`config.mk`:
```
export PLATFORM = sky130hd
export DESIGN_NAME = core_addr_router
export DESIGN_NICKNAME = d
export VERILOG_FILES = /design/src/source/accel_tile_pkg.sv /design/src/source/core_addr_router.sv
export SDC_FILE = /design/constraint.sdc
export NUM_CORES = 1
export LEC_CHECK = 0
export BUFFER_PORTS_ARGS = -buffer_cell sky130_fd_sc_hd__buf_2
export CORE_AREA = 4 4 122 124
export CTS_CLUSTER_DIAMETER = 40
export DETAILED_ROUTE_END_ITERATION = 7
export DIE_AREA = 0 0 126 128
export GPL_ROUTABILITY_DRIVEN = 0
export SYNTH_ARGS = -nofsm -noshare
export SYNTH_HDL_FRONTEND = slang
export SYNTH_SLANG_ARGS = --single-unit
export TNS_END_PERCENT = 50
```
`constraint.sdc`:
```
create_clock -name clk_i -period 3.45 [get_ports clk_i]
set_clock_uncertainty 0.15 [all_clocks]
set_input_delay 0.69 -clock clk_i [delete_from_list [all_inputs] [get_ports clk_i]]
set_output_delay 0.69 -clock clk_i [all_outputs]
set_load 0.005 [all_outputs]
```
`src/source/accel_tile_pkg.sv`:
```
// ##########################################################
// Word-interleaved local memory map, 32-bit word ports only
// L1 geometry sets the local region size, base must be aligned
// ##########################################################
package accel_tile_pkg;

  // Word port geometry
  localparam int unsigned DATA_W = 32;                     // Data word width
  localparam int unsigned BYTE_W = 8;                      // Bits per byte lane
  localparam int unsigned BE_W   = DATA_W / BYTE_W;        // Byte enables per word
  localparam int unsigned ADDR_W = 32;                     // Byte address width

  // Scratchpad geometry
  localparam int unsigned N_BANKS    = 8;                  // Interleaved banks
  localparam int unsigned N_ROWS     = 64;                 // Words per bank
  localparam int unsigned OFFS_W     = $clog2(BE_W);       // Byte offset in a word
  localparam int unsigned BANK_IDX_W = $clog2(N_BANKS);    // Bank select field
  localparam int unsigned ROW_W      = $clog2(N_ROWS);     // Row field
  localparam int unsigned TAG_W      = ADDR_W - ROW_W - BANK_IDX_W - OFFS_W;
  localparam int unsigned N_L1_PORTS = 2;                  // Processor and accelerator

  // Address map
  localparam logic [ADDR_W-1:0] L1_BASE = 32'h1000_0000;
  localparam logic [ADDR_W-1:0] L1_SIZE = ADDR_W'(N_BANKS * N_ROWS * BE_W); // 2 KiB
  localparam logic [ADDR_W-1:0] L1_END  = L1_BASE + L1_SIZE - 1'b1;          // Inclusive
  localparam logic [ADDR_W-1:0] L2_BASE = 32'h1C00_0000;
  localparam logic [ADDR_W-1:0] L2_END  = 32'h1CFF_FFFF;                     // Inclusive

  // Router limits
  localparam int unsigned N_MAX_TRAN = 2;                  // Outstanding transactions
  localparam int unsigned CNT_W      = $clog2(N_MAX_TRAN + 1);

  // Request of a master-to-slave word port
  typedef struct packed {
    logic              req;                                // Request valid
    logic              we;                                 // Write when high
    logic [BE_W-1:0]   be;                                 // Byte enables
    logic [ADDR_W-1:0] addr;                               // Byte address
    logic [DATA_W-1:0] wdata;                              // Write data
  } mem_req_t;

  // Response of the same port
  typedef struct packed {
    logic              gnt;                                // Request accepted
    logic              rvalid;                             // Response valid
    logic [DATA_W-1:0] rdata;                              // Read data
    logic              err;                                // Access error
  } mem_rsp_t;

  // Field view of a local address, low bits select the bank
  typedef struct packed {
    logic [TAG_W-1:0]      tag;                            // Upper bits, unused locally
    logic [ROW_W-1:0]      row;                            // Word inside the bank
    logic [BANK_IDX_W-1:0] bank;                           // Bank index
    logic [OFFS_W-1:0]     byte_offs;                      // Byte in the word
  } l1_addr_fields_t;

  typedef union packed {
    logic [ADDR_W-1:0] flat;                               // Compared against the map
    l1_addr_fields_t   f;                                  // Bank and row split
  } l1_addr_u;

  // One bank's request
  typedef struct packed {
    logic              req;                                // Access this cycle
    logic              we;                                 // Write when high
    logic [BE_W-1:0]   be;                                 // Byte enables
    logic [ROW_W-1:0]  row;                                // Row address
    logic [DATA_W-1:0] wdata;                              // Write data
  } bank_req_t;

  // Processor port targets
  typedef enum logic [1:0] {
    ROUTE_L1,                                              // Local scratchpad
    ROUTE_L2,                                              // External L2
    ROUTE_ERR                                              // Unmapped address
  } route_e;

endpackage

```
`src/source/core_addr_router.sv`:
```
`timescale 1ns/100ps
// ##########################################################
// Only one target is in flight at a time so responses stay in order
// L2 slave must follow req/gnt/rvalid and never drop a response
// ##########################################################
module core_addr_router
  import accel_tile_pkg::*;
(
  input  logic     clk_i,
  input  logic     rstn_i,
  input  mem_req_t core_req_i,                             // Processor data port
  output mem_rsp_t core_rsp_o,
  output mem_req_t l1_req_o,                               // Toward local interconnect
  input  mem_rsp_t l1_rsp_i,
  output mem_req_t l2_req_o,                               // Toward external L2
  input  mem_rsp_t l2_rsp_i
);

  l1_addr_u         addr_u;                                // Address of the pending request
  route_e           route_d;                               // Target of the pending request
  route_e           route_q;                               // Target of outstanding transactions
  logic [CNT_W-1:0] cnt_q;                                 // Outstanding transactions
  logic [CNT_W-1:0] cnt_d;
  logic             can_issue;                             // Back-pressure allows a grant
  logic             accept;                                // Request handshake done
  logic             rsp_done;                              // Response handed to the processor
  logic             err_pend_q;                            // Error response due this cycle

  assign addr_u = core_req_i.addr;

  // Address map decode
  always_comb begin : route_decode
    if ((addr_u.flat >= L1_BASE) && (addr_u.flat <= L1_END)) begin
      route_d = ROUTE_L1;
    end else if ((addr_u.flat >= L2_BASE) && (addr_u.flat <= L2_END)) begin
      route_d = ROUTE_L2;
    end else begin
      route_d = ROUTE_ERR;
    end
  end

  // Empty pipe, or same target with room left
  assign can_issue = (cnt_q == '0) ||
                     ((cnt_q < CNT_W'(N_MAX_TRAN)) && (route_q == route_d));

  // Forward only to the decoded target
  always_comb begin : req_fwd
    l1_req_o     = core_req_i;
    l2_req_o     = core_req_i;
    l1_req_o.req = core_req_i.req & can_issue & (route_d == ROUTE_L1);
    l2_req_o.req = core_req_i.req & can_issue & (route_d == ROUTE_L2);
  end

  always_comb begin : rsp_mux
    case (route_d)
      ROUTE_L1: core_rsp_o.gnt = core_req_i.req & can_issue & l1_rsp_i.gnt;
      ROUTE_L2: core_rsp_o.gnt = core_req_i.req & can_issue & l2_rsp_i.gnt;
      default:  core_rsp_o.gnt = core_req_i.req & can_issue; // Error target grants at once
    endcase
    core_rsp_o.rvalid = 1'b0;
    core_rsp_o.rdata  = '0;
    core_rsp_o.err    = 1'b0;
    if (cnt_q != '0) begin                                 // Responses only when something is out
      case (route_q)
        ROUTE_L1: begin
          core_rsp_o.rvalid = l1_rsp_i.rvalid;
          core_rsp_o.rdata  = l1_rsp_i.rdata;
          core_rsp_o.err    = l1_rsp_i.err;
        end
        ROUTE_L2: begin
          core_rsp_o.rvalid = l2_rsp_i.rvalid;
          core_rsp_o.rdata  = l2_rsp_i.rdata;
          core_rsp_o.err    = l2_rsp_i.err;
        end
        default: begin
          core_rsp_o.rvalid = err_pend_q;
          core_rsp_o.err    = err_pend_q;              // Read data stays zero
        end
      endcase
    end
  end

  assign accept   = core_req_i.req & core_rsp_o.gnt;
  assign rsp_done = core_rsp_o.rvalid;

  always_comb begin : cnt_next
    cnt_d = cnt_q;
    if (accept && !rsp_done) begin
      cnt_d = cnt_q + 1'b1;
    end else if (!accept && rsp_done) begin
      cnt_d = cnt_q - 1'b1;
    end
  end

  always_ff @(posedge clk_i or negedge rstn_i) begin : track_ff
    if (!rstn_i) begin
      cnt_q      <= '0;
      route_q    <= ROUTE_L1;
      err_pend_q <= 1'b0;
    end else begin
      cnt_q      <= cnt_d;
      err_pend_q <= accept & (route_d == ROUTE_ERR);   // One cycle error latency
      if (accept) begin
        route_q <= route_d;                            // Same route or empty pipe
      end
    end
  end

endmodule

```
==> results.toml <==
[clock_tree]
cts.root.buffer_cell = "sky130_fd_sc_hd__clkbuf_16"
clkTransAtPathRegs_ns = 0.03
hold_buffers = 0
number_of_setup_buffers_added_after_cts = 0
clkLatencyLatePin_ns = 0.23
numCtsBuffers = 3
clk_path_buf_depth = 2
numClockSinks = 5
htree_levels = 1
post_cts_resize_count = 0
cts_tree = "yes"

[synthesis]
yosys.cell_types.count = 34
mappedNetlistNets = 400
synthesized_area_um2 = 1950
ys_ff_latch = 5
number_of_enable_flip_flop_cells_after_synthesis = 0
synth_flop_cell = "sky130_fd_sc_hd__dfrtp_1"
yosysSeqAreaShare = 0.0642
synth_cells = 257
async_s_r_ff_share_synth = 1.00
synthesis.yosys.warnings = 0
postSynthAreaPerCell_um2 = 7.58

[route]
drt-total-wl_mm = 6.29
avgViaCountPerCell = 3.43
drcViolationCount = 0
drtIter0Drc = 32
first_pass_iters = 4
drt-wirelength-per-cell_um = 13.4
drt.antenna.violating_nets = 0
num_vias = 1613

[grt]
largest_net_degree_at_the_start_of_global_routing = 34
grt_pass1_wl_mm = 8.86
grt_pass1_vias = 1626
global_route.usage.met3 = 0.0288
antenna_found_initial = 0
use_met2 = 0.116
global_route.usage.met1 = 0.0786
globalRoute.busiestLayer = "met2"
grt.overflow.total = 0
global_route.usage.total = 0.0707

[final_layout]
insertedDiodeCount = 0
finish.net_count = 434
count_of_fill_cells_added_during_filler_insertion = 1605
post-route-util = 0.151
mostFrequentLayoutCell = "sky130_fd_sc_hd__buf_2"
final_cell_mix = "sky130_fd_sc_hd__buf_2 (172), sky130_fd_sc_hd__nor2_1 (35), sky130_fd_sc_hd__mux2i_1 (33), sky130_fd_sc_hd__dfrtp_1 (4)"
stdcell_count = 470
final_layout_size_suffix_gt1_frac = 0.648
area_growth_syn_to_fin_pct = 6.49

[pwr]
power_per_cell_area_nw_per_um2 = 440
power.static_leakage_nw = 1.03
vdd.ir_drop.worst_uv = 260

[die]
floorplan.io_pins = 317
chipWidth_um = 126
die-height_um = 128
floorplan.rows = 43
floorplan.initialDensity = 0.141
core_um2 = 13800
die-area_um2 = 16100

[timing]
setup_repair_after_global_routing_missed_its_margin = "no"
hold_viol = 0
achievable_clock_frequency_mhz = 302
headroom_to_the_max_slew_limit = 0.624
timing.final.max_slew_violations = 0
timing.final.crit_period_ns = 3.31
finalCritPeriodShare = 0.960
final-setup-viol-count = 0
setup-tns-final_ns = 0
tightestPinTransition_ns = 0.564

[critical_path]
critical_path_depth = 6
cp_num_buf_inv = 2
timing.rr.start = "cnt_q[1]"
crit_type = "input pin to primary output"
worst_path_max_delay_cell = "sky130_fd_sc_hd__or4b_4"
worstPathArrival_ns = 2.47
required_ns = 2.61
max_stage_delay_ns = 0.54
reg2reg_depth = 8
worst_path_most_repeated_cell = "sky130_fd_sc_hd__buf_2"
cp-start-kind = "input pin"
reg2reg_end = "cnt_q[1]"
critical_path_peak_fanout = 5
worst-r2r-setup-slack_ns = 1.06
critical_path.startpoint = "core_req_i[56]"
crit_chain = "buf_2 -> or4b_4 -> or4_4 -> a31oi_4 -> nor3b_2 -> buf_2"
setup.worst_path.end_class = "primary output"
cpLargestDelayFamily = "simple AND/OR/NAND/NOR gates"
crit_end = "l2_req_o[69]"

[placed_design]
place.detailed.instances = 466
post-dp-hpwl_mm = 5.52
port_buffers = 172

[min_path]
min-delay-path-class = "input pin to asynchronous set/reset pin"

[run]
maxCapViolations = 0

[status]
outcome = "finished clean"
-- state kept, by name, summed over array words and instances, names as in the netlist --
signal and count:
route_q 2, err_pend_q 1, cnt_q 2
-- routing by layer --
metal  wire, um  vias up
met5          0        -
met4        251        0
met3        928       34
met2       2840      131
met1       2270      679
li1           -      769
-- worst reg2reg max path: stages (launching register included) --
cell,delay [ns]
sky130_fd_sc_hd__dfrtp_1,0.41
sky130_fd_sc_hd__nand2b_1,0.23
sky130_fd_sc_hd__nor3b_1,0.30
sky130_fd_sc_hd__nor4b_1,0.42
sky130_fd_sc_hd__o32a_1,0.24
sky130_fd_sc_hd__ha_1,0.16
sky130_fd_sc_hd__xor2_1,0.15
sky130_fd_sc_hd__nor2_1,0.07
sky130_fd_sc_hd__xor2_1,0.14
-- kinds of logic (layout without fill, tap and decap cells) --
logic type      count (synthesis)  after routing  share of synthesized area
buf+inv                       149            182                      0.553
simple gates                   52             52                      0.131
mux                            34             34                      0.175
compound gates                 13             13                     0.0565
flops                           5              5                     0.0642
xor+xnor                        3              3                     0.0135
fa+ha+maj                       1              1                    0.00642
-- power breakdown --
group          leakage (nW)  internal [mW]  switching (mW)  total [mW]
clock                0.0382          0.153          0.0363       0.189
combinational         0.937          0.285           0.313       0.598
sequential           0.0596         0.0862          0.0382       0.124
total                  1.03          0.524           0.388       0.912
-- Yosys cell counts, types with 2 or more instances --
cell type	number	share of area
sky130_fd_sc_hd__buf_4	138	0.53
sky130_fd_sc_hd__nor2_1	35	0.067
sky130_fd_sc_hd__mux2i_1	33	0.17
sky130_fd_sc_hd__clkbuf_1	5	0.0096
sky130_fd_sc_hd__dfrtp_1	5	0.064
sky130_fd_sc_hd__buf_1	3	0.0058
sky130_fd_sc_hd__inv_1	3	0.0058
sky130_fd_sc_hd__nor4_1	3	0.0096
sky130_fd_sc_hd__a21oi_1	2	0.0051
sky130_fd_sc_hd__nand2b_1	2	0.0064
sky130_fd_sc_hd__nor3_1	2	0.0051
sky130_fd_sc_hd__o22a_1	2	0.0090
sky130_fd_sc_hd__or2_2	2	0.0064
sky130_fd_sc_hd__xor2_1	2	0.0090
-- worst min path at each step --
stage          endpoint  slack (ns)    from  cells after the start
2_1_floorplan  cnt_q[0]        0.24  rstn_i                      0
3_3_place_gp   cnt_q[1]        0.36  rstn_i                      1
3_5_place_dp   cnt_q[1]        0.36  rstn_i                      1
4_1_cts        cnt_q[1]        0.13  rstn_i                      1
5_1_grt        cnt_q[1]        0.13  rstn_i                      1
6_report       cnt_q[1]        0.12  rstn_i                      1
-- final cells by class --
cell class,count,area (um^2),share of cell area
Clock buffer,4,78.8,0.0380
Inverter,3,11.3,0.00543
Multi-Input combinational cell,103,749,0.361
Sequential cell,5,126,0.0609
Tap cell,180,225,0.109
Timing Repair Buffer,175,883,0.426
-- metrics by stage --
stage                     cell area [um^2]  hold WS [ns]  power [mW]  setup WS [ns]
after floorplan                       1950         0.244       0.540          0.405
after global placement                2000         0.361       0.725          0.149
after detailed placement              2000         0.360       0.726          0.137
after CTS                             2070         0.126       0.925          0.137
after global routing                  2070         0.134        1.00         0.0234
final                                 2070         0.123       0.912          0.137
(Power assumes the default switching activity.)
