[src/source/accel_tile_pkg.sv]
// ##########################################################
// Word-interleaved local memory map, 32-bit word ports only
// L1 geometry sets the local region size, base must be aligned
// ##########################################################
package accel_tile_pkg;

  // Word port geometry
  localparam int unsigned DATA_W = 32;                     // Data word width
  localparam int unsigned BYTE_W = 8;                      // Bits per byte lane
  localparam int unsigned BE_W   = DATA_W / BYTE_W;        // Byte enables per word
  localparam int unsigned ADDR_W = 32;                     // Byte address width

  // Scratchpad geometry
  localparam int unsigned N_BANKS    = 8;                  // Interleaved banks
  localparam int unsigned N_ROWS     = 64;                 // Words per bank
  localparam int unsigned OFFS_W     = $clog2(BE_W);       // Byte offset in a word
  localparam int unsigned BANK_IDX_W = $clog2(N_BANKS);    // Bank select field
  localparam int unsigned ROW_W      = $clog2(N_ROWS);     // Row field
  localparam int unsigned TAG_W      = ADDR_W - ROW_W - BANK_IDX_W - OFFS_W;
  localparam int unsigned N_L1_PORTS = 2;                  // Processor and accelerator

  // Address map
  localparam logic [ADDR_W-1:0] L1_BASE = 32'h1000_0000;
  localparam logic [ADDR_W-1:0] L1_SIZE = ADDR_W'(N_BANKS * N_ROWS * BE_W); // 2 KiB
  localparam logic [ADDR_W-1:0] L1_END  = L1_BASE + L1_SIZE - 1'b1;          // Inclusive
  localparam logic [ADDR_W-1:0] L2_BASE = 32'h1C00_0000;
  localparam logic [ADDR_W-1:0] L2_END  = 32'h1CFF_FFFF;                     // Inclusive

  // Router limits
  localparam int unsigned N_MAX_TRAN = 2;                  // Outstanding transactions
  localparam int unsigned CNT_W      = $clog2(N_MAX_TRAN + 1);

  // Request of a master-to-slave word port
  typedef struct packed {
    logic              req;                                // Request valid
    logic              we;                                 // Write when high
    logic [BE_W-1:0]   be;                                 // Byte enables
    logic [ADDR_W-1:0] addr;                               // Byte address
    logic [DATA_W-1:0] wdata;                              // Write data
  } mem_req_t;

  // Response of the same port
  typedef struct packed {
    logic              gnt;                                // Request accepted
    logic              rvalid;                             // Response valid
    logic [DATA_W-1:0] rdata;                              // Read data
    logic              err;                                // Access error
  } mem_rsp_t;

  // Field view of a local address, low bits select the bank
  typedef struct packed {
    logic [TAG_W-1:0]      tag;                            // Upper bits, unused locally
    logic [ROW_W-1:0]      row;                            // Word inside the bank
    logic [BANK_IDX_W-1:0] bank;                           // Bank index
    logic [OFFS_W-1:0]     byte_offs;                      // Byte in the word
  } l1_addr_fields_t;

  typedef union packed {
    logic [ADDR_W-1:0] flat;                               // Compared against the map
    l1_addr_fields_t   f;                                  // Bank and row split
  } l1_addr_u;

  // One bank's request
  typedef struct packed {
    logic              req;                                // Access this cycle
    logic              we;                                 // Write when high
    logic [BE_W-1:0]   be;                                 // Byte enables
    logic [ROW_W-1:0]  row;                                // Row address
    logic [DATA_W-1:0] wdata;                              // Write data
  } bank_req_t;

  // Processor port targets
  typedef enum logic [1:0] {
    ROUTE_L1,                                              // Local scratchpad
    ROUTE_L2,                                              // External L2
    ROUTE_ERR                                              // Unmapped address
  } route_e;

endpackage

[src/source/l1_interconnect.sv]
`timescale 1ns/100ps
// ##########################################################
// Two word ports over N_BANKS banks, grant is combinational
// Only bank and row bits are decoded, the caller checks the region
// ##########################################################
module l1_interconnect
  import accel_tile_pkg::*;
(
  input  logic                            clk_i,
  input  logic                            rstn_i,
  input  logic                            tile_enable_i,   // Local side enable
  input  mem_req_t                        core_req_i,      // Port 0
  input  mem_req_t                        accel_req_i,     // Port 1
  output mem_rsp_t                        core_rsp_o,
  output mem_rsp_t                        accel_rsp_o,
  output bank_req_t [N_BANKS-1:0]         bank_req_o,      // One request per bank
  input  logic [N_BANKS-1:0][DATA_W-1:0]  bank_rdata_i     // Registered bank outputs
);

  mem_req_t [N_L1_PORTS-1:0]                  port_req;    // Index 0 core, 1 accel
  mem_rsp_t [N_L1_PORTS-1:0]                  port_rsp;
  l1_addr_u [N_L1_PORTS-1:0]                  port_addr;   // Bank view of each address
  logic [N_L1_PORTS-1:0][N_BANKS-1:0]         want;        // Port requests bank
  logic [N_BANKS-1:0]                         bank_busy;   // Some port wants the bank
  logic [N_BANKS-1:0]                         win_port;    // Winner index per bank
  logic [N_BANKS-1:0]                         last_q;      // Last winner per bank
  logic [N_L1_PORTS-1:0]                      port_gnt;
  logic [N_L1_PORTS-1:0]                      rvalid_q;    // Grant delayed by one cycle
  logic [N_L1_PORTS-1:0][BANK_IDX_W-1:0]      bank_q;      // Bank that serves the response
  logic                                       en_q;        // Registered tile enable

  assign port_req    = {accel_req_i, core_req_i};
  assign core_rsp_o  = port_rsp[0];
  assign accel_rsp_o = port_rsp[1];

  // Bank selection, nothing wanted while disabled
  always_comb begin : bank_decode
    for (int p = 0; p < N_L1_PORTS; p++) begin
      port_addr[p]                 = port_req[p].addr;
      want[p]                      = '0;
      want[p][port_addr[p].f.bank] = en_q & port_req[p].req;
    end
  end

  // Per-bank round robin between the two ports
  always_comb begin : arbiter
    port_gnt = '0;
    for (int b = 0; b < N_BANKS; b++) begin
      bank_busy[b] = want[0][b] | want[1][b];
      win_port[b]  = want[1][b] & (~want[0][b] | ~last_q[b]); // Accel unless it won last
      if (bank_busy[b]) begin
        port_gnt[win_port[b]] = 1'b1;
      end
    end
  end

  // Winner's fields go to the bank
  always_comb begin : bank_mux
    for (int b = 0; b < N_BANKS; b++) begin
      bank_req_o[b].req   = bank_busy[b];
      bank_req_o[b].we    = port_req[win_port[b]].we;
      bank_req_o[b].be    = port_req[win_port[b]].be;
      bank_req_o[b].row   = port_addr[win_port[b]].f.row;
      bank_req_o[b].wdata = port_req[win_port[b]].wdata;
    end
  end

  always_ff @(posedge clk_i or negedge rstn_i) begin : ctrl_ff
    if (!rstn_i) begin
      en_q     <= 1'b0;
      last_q   <= '0;
      rvalid_q <= '0;
    end else begin
      en_q     <= tile_enable_i;
      rvalid_q <= port_gnt;                            // Bank data is ready next cycle
      for (int b = 0; b < N_BANKS; b++) begin
        if (bank_busy[b]) begin
          last_q[b] <= win_port[b];
        end
      end
    end
  end

  // Remember which bank to read back
  always_ff @(posedge clk_i) begin : bank_sel_ff
    for (int p = 0; p < N_L1_PORTS; p++) begin
      if (port_gnt[p]) begin
        bank_q[p] <= port_addr[p].f.bank;
      end
    end
  end

  always_comb begin : rsp_build
    for (int p = 0; p < N_L1_PORTS; p++) begin
      port_rsp[p].gnt    = port_gnt[p];
      port_rsp[p].rvalid = rvalid_q[p];
      port_rsp[p].rdata  = bank_rdata_i[bank_q[p]];
      port_rsp[p].err    = 1'b0;                       // Local accesses never fail
    end
  end

endmodule

[config.mk]
export PLATFORM = sky130hd
export DESIGN_NAME = l1_interconnect
export DESIGN_NICKNAME = d
export VERILOG_FILES = /design/src/source/accel_tile_pkg.sv /design/src/source/l1_interconnect.sv
export SDC_FILE = /design/constraint.sdc
export NUM_CORES = 1
export LEC_CHECK = 0
export ABC_AREA = 1
export ABC_CLOCK_PERIOD_IN_PS = 2100
export BUFFER_PORTS_ARGS = -buffer_cell sky130_fd_sc_hd__buf_2
export CORE_AREA = 2 2 323 325
export CTS_CLUSTER_SIZE = 20
export DETAILED_ROUTE_END_ITERATION = 16
export DIE_AREA = 0 0 325 327
export PLACE_DENSITY_LB_ADDON = 0.3
export SLEW_MARGIN = 10
export SYNTH_ARGS = -nofsm -noshare
export SYNTH_HDL_FRONTEND = slang
export SYNTH_SLANG_ARGS = --single-unit
[constraint.sdc]
create_clock -name clk_i -period 2.1 [get_ports clk_i]
set_input_delay 0.21 -clock clk_i [delete_from_list [all_inputs] [get_ports clk_i]]
set_output_delay 0.21 -clock clk_i [all_outputs]
set_load 0.02 [all_outputs]
==> metrics.txt <==
# TYPE chip_impl_metric gauge
chip_impl_info{name="status",value="finished, violations left"} 1
chip_impl_info{name="violations_in_the_final_reports",value="setup timing"} 1
chip_impl_metric{name="placementRows",unit=""} 118
chip_impl_metric{name="overflow",unit=""} 0
chip_impl_info{name="critPathCaptureType",value="primary output"} 1
chip_impl_metric{name="whs",unit="ns"} 0.0740
chip_impl_metric{name="post_drt_wl_per_cell",unit="microns"} 21.2
chip_impl_metric{name="seqPwrFrac",unit="%"} 8.3
chip_impl_metric{name="synthesis.area",unit="sq mm"} 0.00931
chip_impl_metric{name="postSynthAreaPerCell",unit="sq um"} 4.72
chip_impl_metric{name="yosys_register_bits",unit=""} 17
chip_impl_metric{name="io_buffers",unit=""} 772
chip_impl_info{name="slowest_stage",value="o21ai_0"} 1
chip_impl_metric{name="drc",unit=""} 0
chip_impl_info{name="critPathLaunchType",value="flip-flop"} 1
chip_impl_metric{name="peakVddDrop",unit="mV"} 0.236
chip_impl_metric{name="gr-usage-all-layers",unit="%"} 13.1
chip_impl_metric{name="dpl-instance-area",unit="sq mm"} 0.0150
chip_impl_info{name="clock_tree_from_tritoncts",value="yes"} 1
chip_impl_metric{name="clk_transition_reported_paths",unit="ns"} 0.05
chip_impl_metric{name="min_delay_path_depth",unit=""} 1
chip_impl_info{name="cts.root.buffer_cell",value="clkbuf_16"} 1
chip_impl_metric{name="final_skew",unit="ns"} 0.00171
chip_impl_metric{name="grt_start_max_net_pins",unit=""} 59
chip_impl_metric{name="worst_ep_arrival_time",unit="ns"} 2.04
chip_impl_metric{name="critical_path.n_buffers_inverters",unit=""} 4
chip_impl_metric{name="p_sw_share",unit="%"} 56.7
chip_impl_metric{name="critical-path-max-stage-delay",unit="ns"} 0.48
chip_impl_metric{name="yosys_warnings",unit=""} 0
chip_impl_info{name="critical_path.most_common_cell",value="nand2_1"} 1
chip_impl_metric{name="ys_types",unit=""} 23
chip_impl_metric{name="layout-drive-gt1-share",unit="%"} 41.2
chip_impl_metric{name="final_hold_violation_count",unit=""} 0
chip_impl_metric{name="fmax",unit="GHz"} 0.444
chip_impl_info{name="synth_top_flop_cell",value="dfrtp_1"} 1
chip_impl_metric{name="iteration_0_drc_markers",unit=""} 1547
chip_impl_metric{name="timing.final.max_slew_violations",unit=""} 0
chip_impl_metric{name="die_width",unit="microns"} 325
chip_impl_metric{name="core-area",unit="sq mm"} 0.103
chip_impl_metric{name="worst_slack",unit="ns"} -0.151
chip_impl_info{name="origin_of_the_critical_flop_to_flop_path",value="en_q"} 1
chip_impl_info{name="crit_family",value="buffers and inverters"} 1
chip_impl_metric{name="cts.htree.levels",unit=""} 1
chip_impl_metric{name="first_global_vias",unit=""} 14646
chip_impl_info{name="series_of_cell_instances_along_the_critical_path",value="buf_12 > inv_6 > buf_4 > nor2_1 > o21ai_0 > nand2_1 > nand2_1 > buf_2"} 1
chip_impl_info{name="worst_hold_startpoint",value="tile_enable_i"} 1
chip_impl_metric{name="static-leakage-power",unit="nW"} 9.41
chip_impl_metric{name="reg2reg_slack",unit="ns"} 0.07
chip_impl_metric{name="cellPowerDensity",unit="mW/mm^2"} 307
chip_impl_metric{name="via_per_inst",unit=""} 4.13
chip_impl_metric{name="die_area",unit="sq mm"} 0.106
chip_impl_metric{name="drtPass1Iterations",unit=""} 6
chip_impl_metric{name="grt_first_pass_wirelength",unit="mm"} 104
chip_impl_metric{name="setup_violations",unit=""} 108
chip_impl_metric{name="antenna_found_initial",unit=""} 30
chip_impl_metric{name="async_reset_ff_share",unit="%"} 64.7
chip_impl_metric{name="intPower",unit="mW"} 2.43
chip_impl_metric{name="data_required_time_at_the_worst_endpoint",unit="ns"} 1.89
chip_impl_metric{name="timing.critical_path.fanout_max",unit=""} 6
chip_impl_metric{name="clock_path_buffers",unit=""} 2
chip_impl_metric{name="initial_core_util",unit="%"} 9.05
chip_impl_info{name="grt_setup_unrepaired",value="true"} 1
chip_impl_metric{name="layout.filler_cells",unit=""} 12113
chip_impl_metric{name="wirelength",unit="mm"} 87.3
chip_impl_info{name="critPathKind",value="flip-flop to primary output"} 1
chip_impl_metric{name="cts_sinks",unit=""} 17
chip_impl_metric{name="finalNetCount",unit=""} 3128
chip_impl_metric{name="synthesized_instance_count",unit=""} 1973
chip_impl_metric{name="die_y",unit="microns"} 327
chip_impl_metric{name="synth_sequential_area_ratio",unit="%"} 4.89
chip_impl_metric{name="area_growth_syn_to_layout",unit="%"} 96.2
chip_impl_metric{name="netSwitchingPower",unit="mW"} 3.18
chip_impl_info{name="launch_point_of_the_critical_path",value="bank_q[3]"} 1
chip_impl_metric{name="place.detailed.hpwl",unit="mm"} 60.4
chip_impl_metric{name="gpl.final_weighted_congestion",unit=""} 0.890
chip_impl_metric{name="period_needed",unit="ns"} 2.25
chip_impl_metric{name="path_depth",unit=""} 8
chip_impl_metric{name="min_period_over_period",unit="%"} 107
chip_impl_metric{name="post_layout_inst_area",unit="sq mm"} 0.0183
chip_impl_metric{name="clock_power_share",unit="%"} 7.0
chip_impl_metric{name="maxCapViolCount",unit=""} 0
chip_impl_metric{name="top_level_ports",unit=""} 821
chip_impl_metric{name="antenna_violating_nets_post_route",unit=""} 0
chip_impl_metric{name="synth_enable_flop_cells",unit=""} 6
chip_impl_metric{name="tightest_slew",unit="ns"} 0.584
chip_impl_metric{name="max-slew-margin-rel",unit="%"} 60.7
chip_impl_metric{name="clkLatencyLatePin",unit="ns"} 0.25
chip_impl_metric{name="worst_r2r_path_depth",unit=""} 10
chip_impl_metric{name="numCtsBuffers",unit=""} 3
chip_impl_info{name="worstHoldPathType",value="primary input to flip-flop"} 1
chip_impl_metric{name="dr_total_vias",unit=""} 17015
chip_impl_metric{name="power_frac_comb",unit="%"} 84.7
==> through the flow <==
step	power [mW]	TNS, ns	instances	utilization, %	setup slack, ns
floorplan	2.67	0	1974	-	0.353
CTS	5.08	-2.58	4043	15.3	-0.0593
global placement	4.48	0	4016	14.6	0.0634
detailed placement	4.47	0	4016	14.6	0.0647
finish	5.62	-2.59	4116	17.8	-0.151
global route	5.99	-33.61	4114	17.8	-0.173
==> state kept, by name (all words and copies together), names as in the netlist <==
| register | count |
|---|---|
| bank_q | 6 |
| rvalid_q | 2 |
| last_q | 8 |
| en_q | 1 |
==> layout by cell type, fill, tap and decap left out <==
cell,n
buf_2,599
o21ai_0,534
nand2_1,501
buf_4,194
o21ai_1,168
nor2_1,138
inv_1,127
a21oi_1,117
buf_6,68
nand2_2,50
clkbuf_16,42
o21ai_2,40
buf_12,38
buf_16,17
nand2_4,15
a21oi_2,10
dfrtp_1,10
diode_2,8
nand2_8,8
o21ai_4,7
nor2_4,6
edfxtp_1,6
inv_4,5
buf_8,5
nand3_4,4
inv_2,4
nor2_2,3
conb_1,2
inv_8,1
a21oi_4,1
clkinv_4,1
nand3_2,1
inv_6,1
o21bai_4,1
clkbuf_1,1
bufbuf_16,1
dfrtp_2,1
dlygate4sd3_1,1
==> repair_timing <==
| item | CTS | global route |
|---|---|---|
| gates resized for setup | 148 | 495 |
| hold buffers | 1 | 0 |
| buffers inserted | 13 | 20 |
| gates cloned | 9 | 45 |
| endpoints found under the setup margin | 280 | 380 |
| endpoints found under the hold margin | 11 | 0 |
| pin swaps | 5 | 28 |
==> final cells by class <==
class / instances / area, sq um / share of cell area [%]
multi-input combinational: 1606 / 7900 / 43.2
clock buffer: 4 / 78.8 / 0.431
antenna: 8 / 20.0 / 0.110
timing repair buffer: 962 / 7540 / 41.3
tap: 1380 / 1730 / 9.45
inverter: 139 / 552 / 3.02
sequential: 17 / 457 / 2.50
==> path summary, 6_finish.rpt <==
path                                         to
worst max register to register        bank_q[3]
max in group asynchronous                  en_q
worst min-delay path                       en_q
min in group asynchronous           rvalid_q[0]
worst max-delay path            accel_rsp_o[10]
worst min register to register        last_q[3]
==> metal layers <==
layer  vias up  part of all wire [%]  GRT usage, %
li1       8029                     -             -
met1      7801                    39          15.5
met2      1003                    49          23.3
met3       162                   7.9          2.82
met4        20                   4.1          4.21
met5         -                  0.17             0
==> power groups by stage <==
stage                     registers, mW  logic (mW)  clock network (mW)
after global routing              0.475        5.10               0.421
after detailed placement          0.455        4.02                   0
after global placement            0.454        4.03                   0
after CTS                         0.452        4.22               0.404
after floorplan                   0.441        2.22                   0
final                             0.466        4.76               0.392
==> synth_stat cells (4+ instances only) <==
cell type	number	area share, %
nand2_2	11	0.74
buf_4	10	0.81
o21ai_2	4	0.38
a21oi_1	128	6.9
nand3_1	4	0.21
buf_2	58	3.1
dfrtp_1	11	3.0
buf_1	16	0.64
edfxtp_1	6	1.9
o21ai_1	50	2.7
nand2_1	562	23
inv_2	5	0.20
o21ai_0	695	37
nor2_1	141	5.7
clkbuf_1	101	4.1
buf_6	28	3.4
inv_1	131	5.3
==> logic make-up after synthesis <==
logic type	Yosys count	synth area share, %
compound gates	878	47.5
buf+inv	352	17.6
flops	17	4.89
other cells	1	0.0403
simple gates	725	30.0
Power figures use the tool's default switching activity.
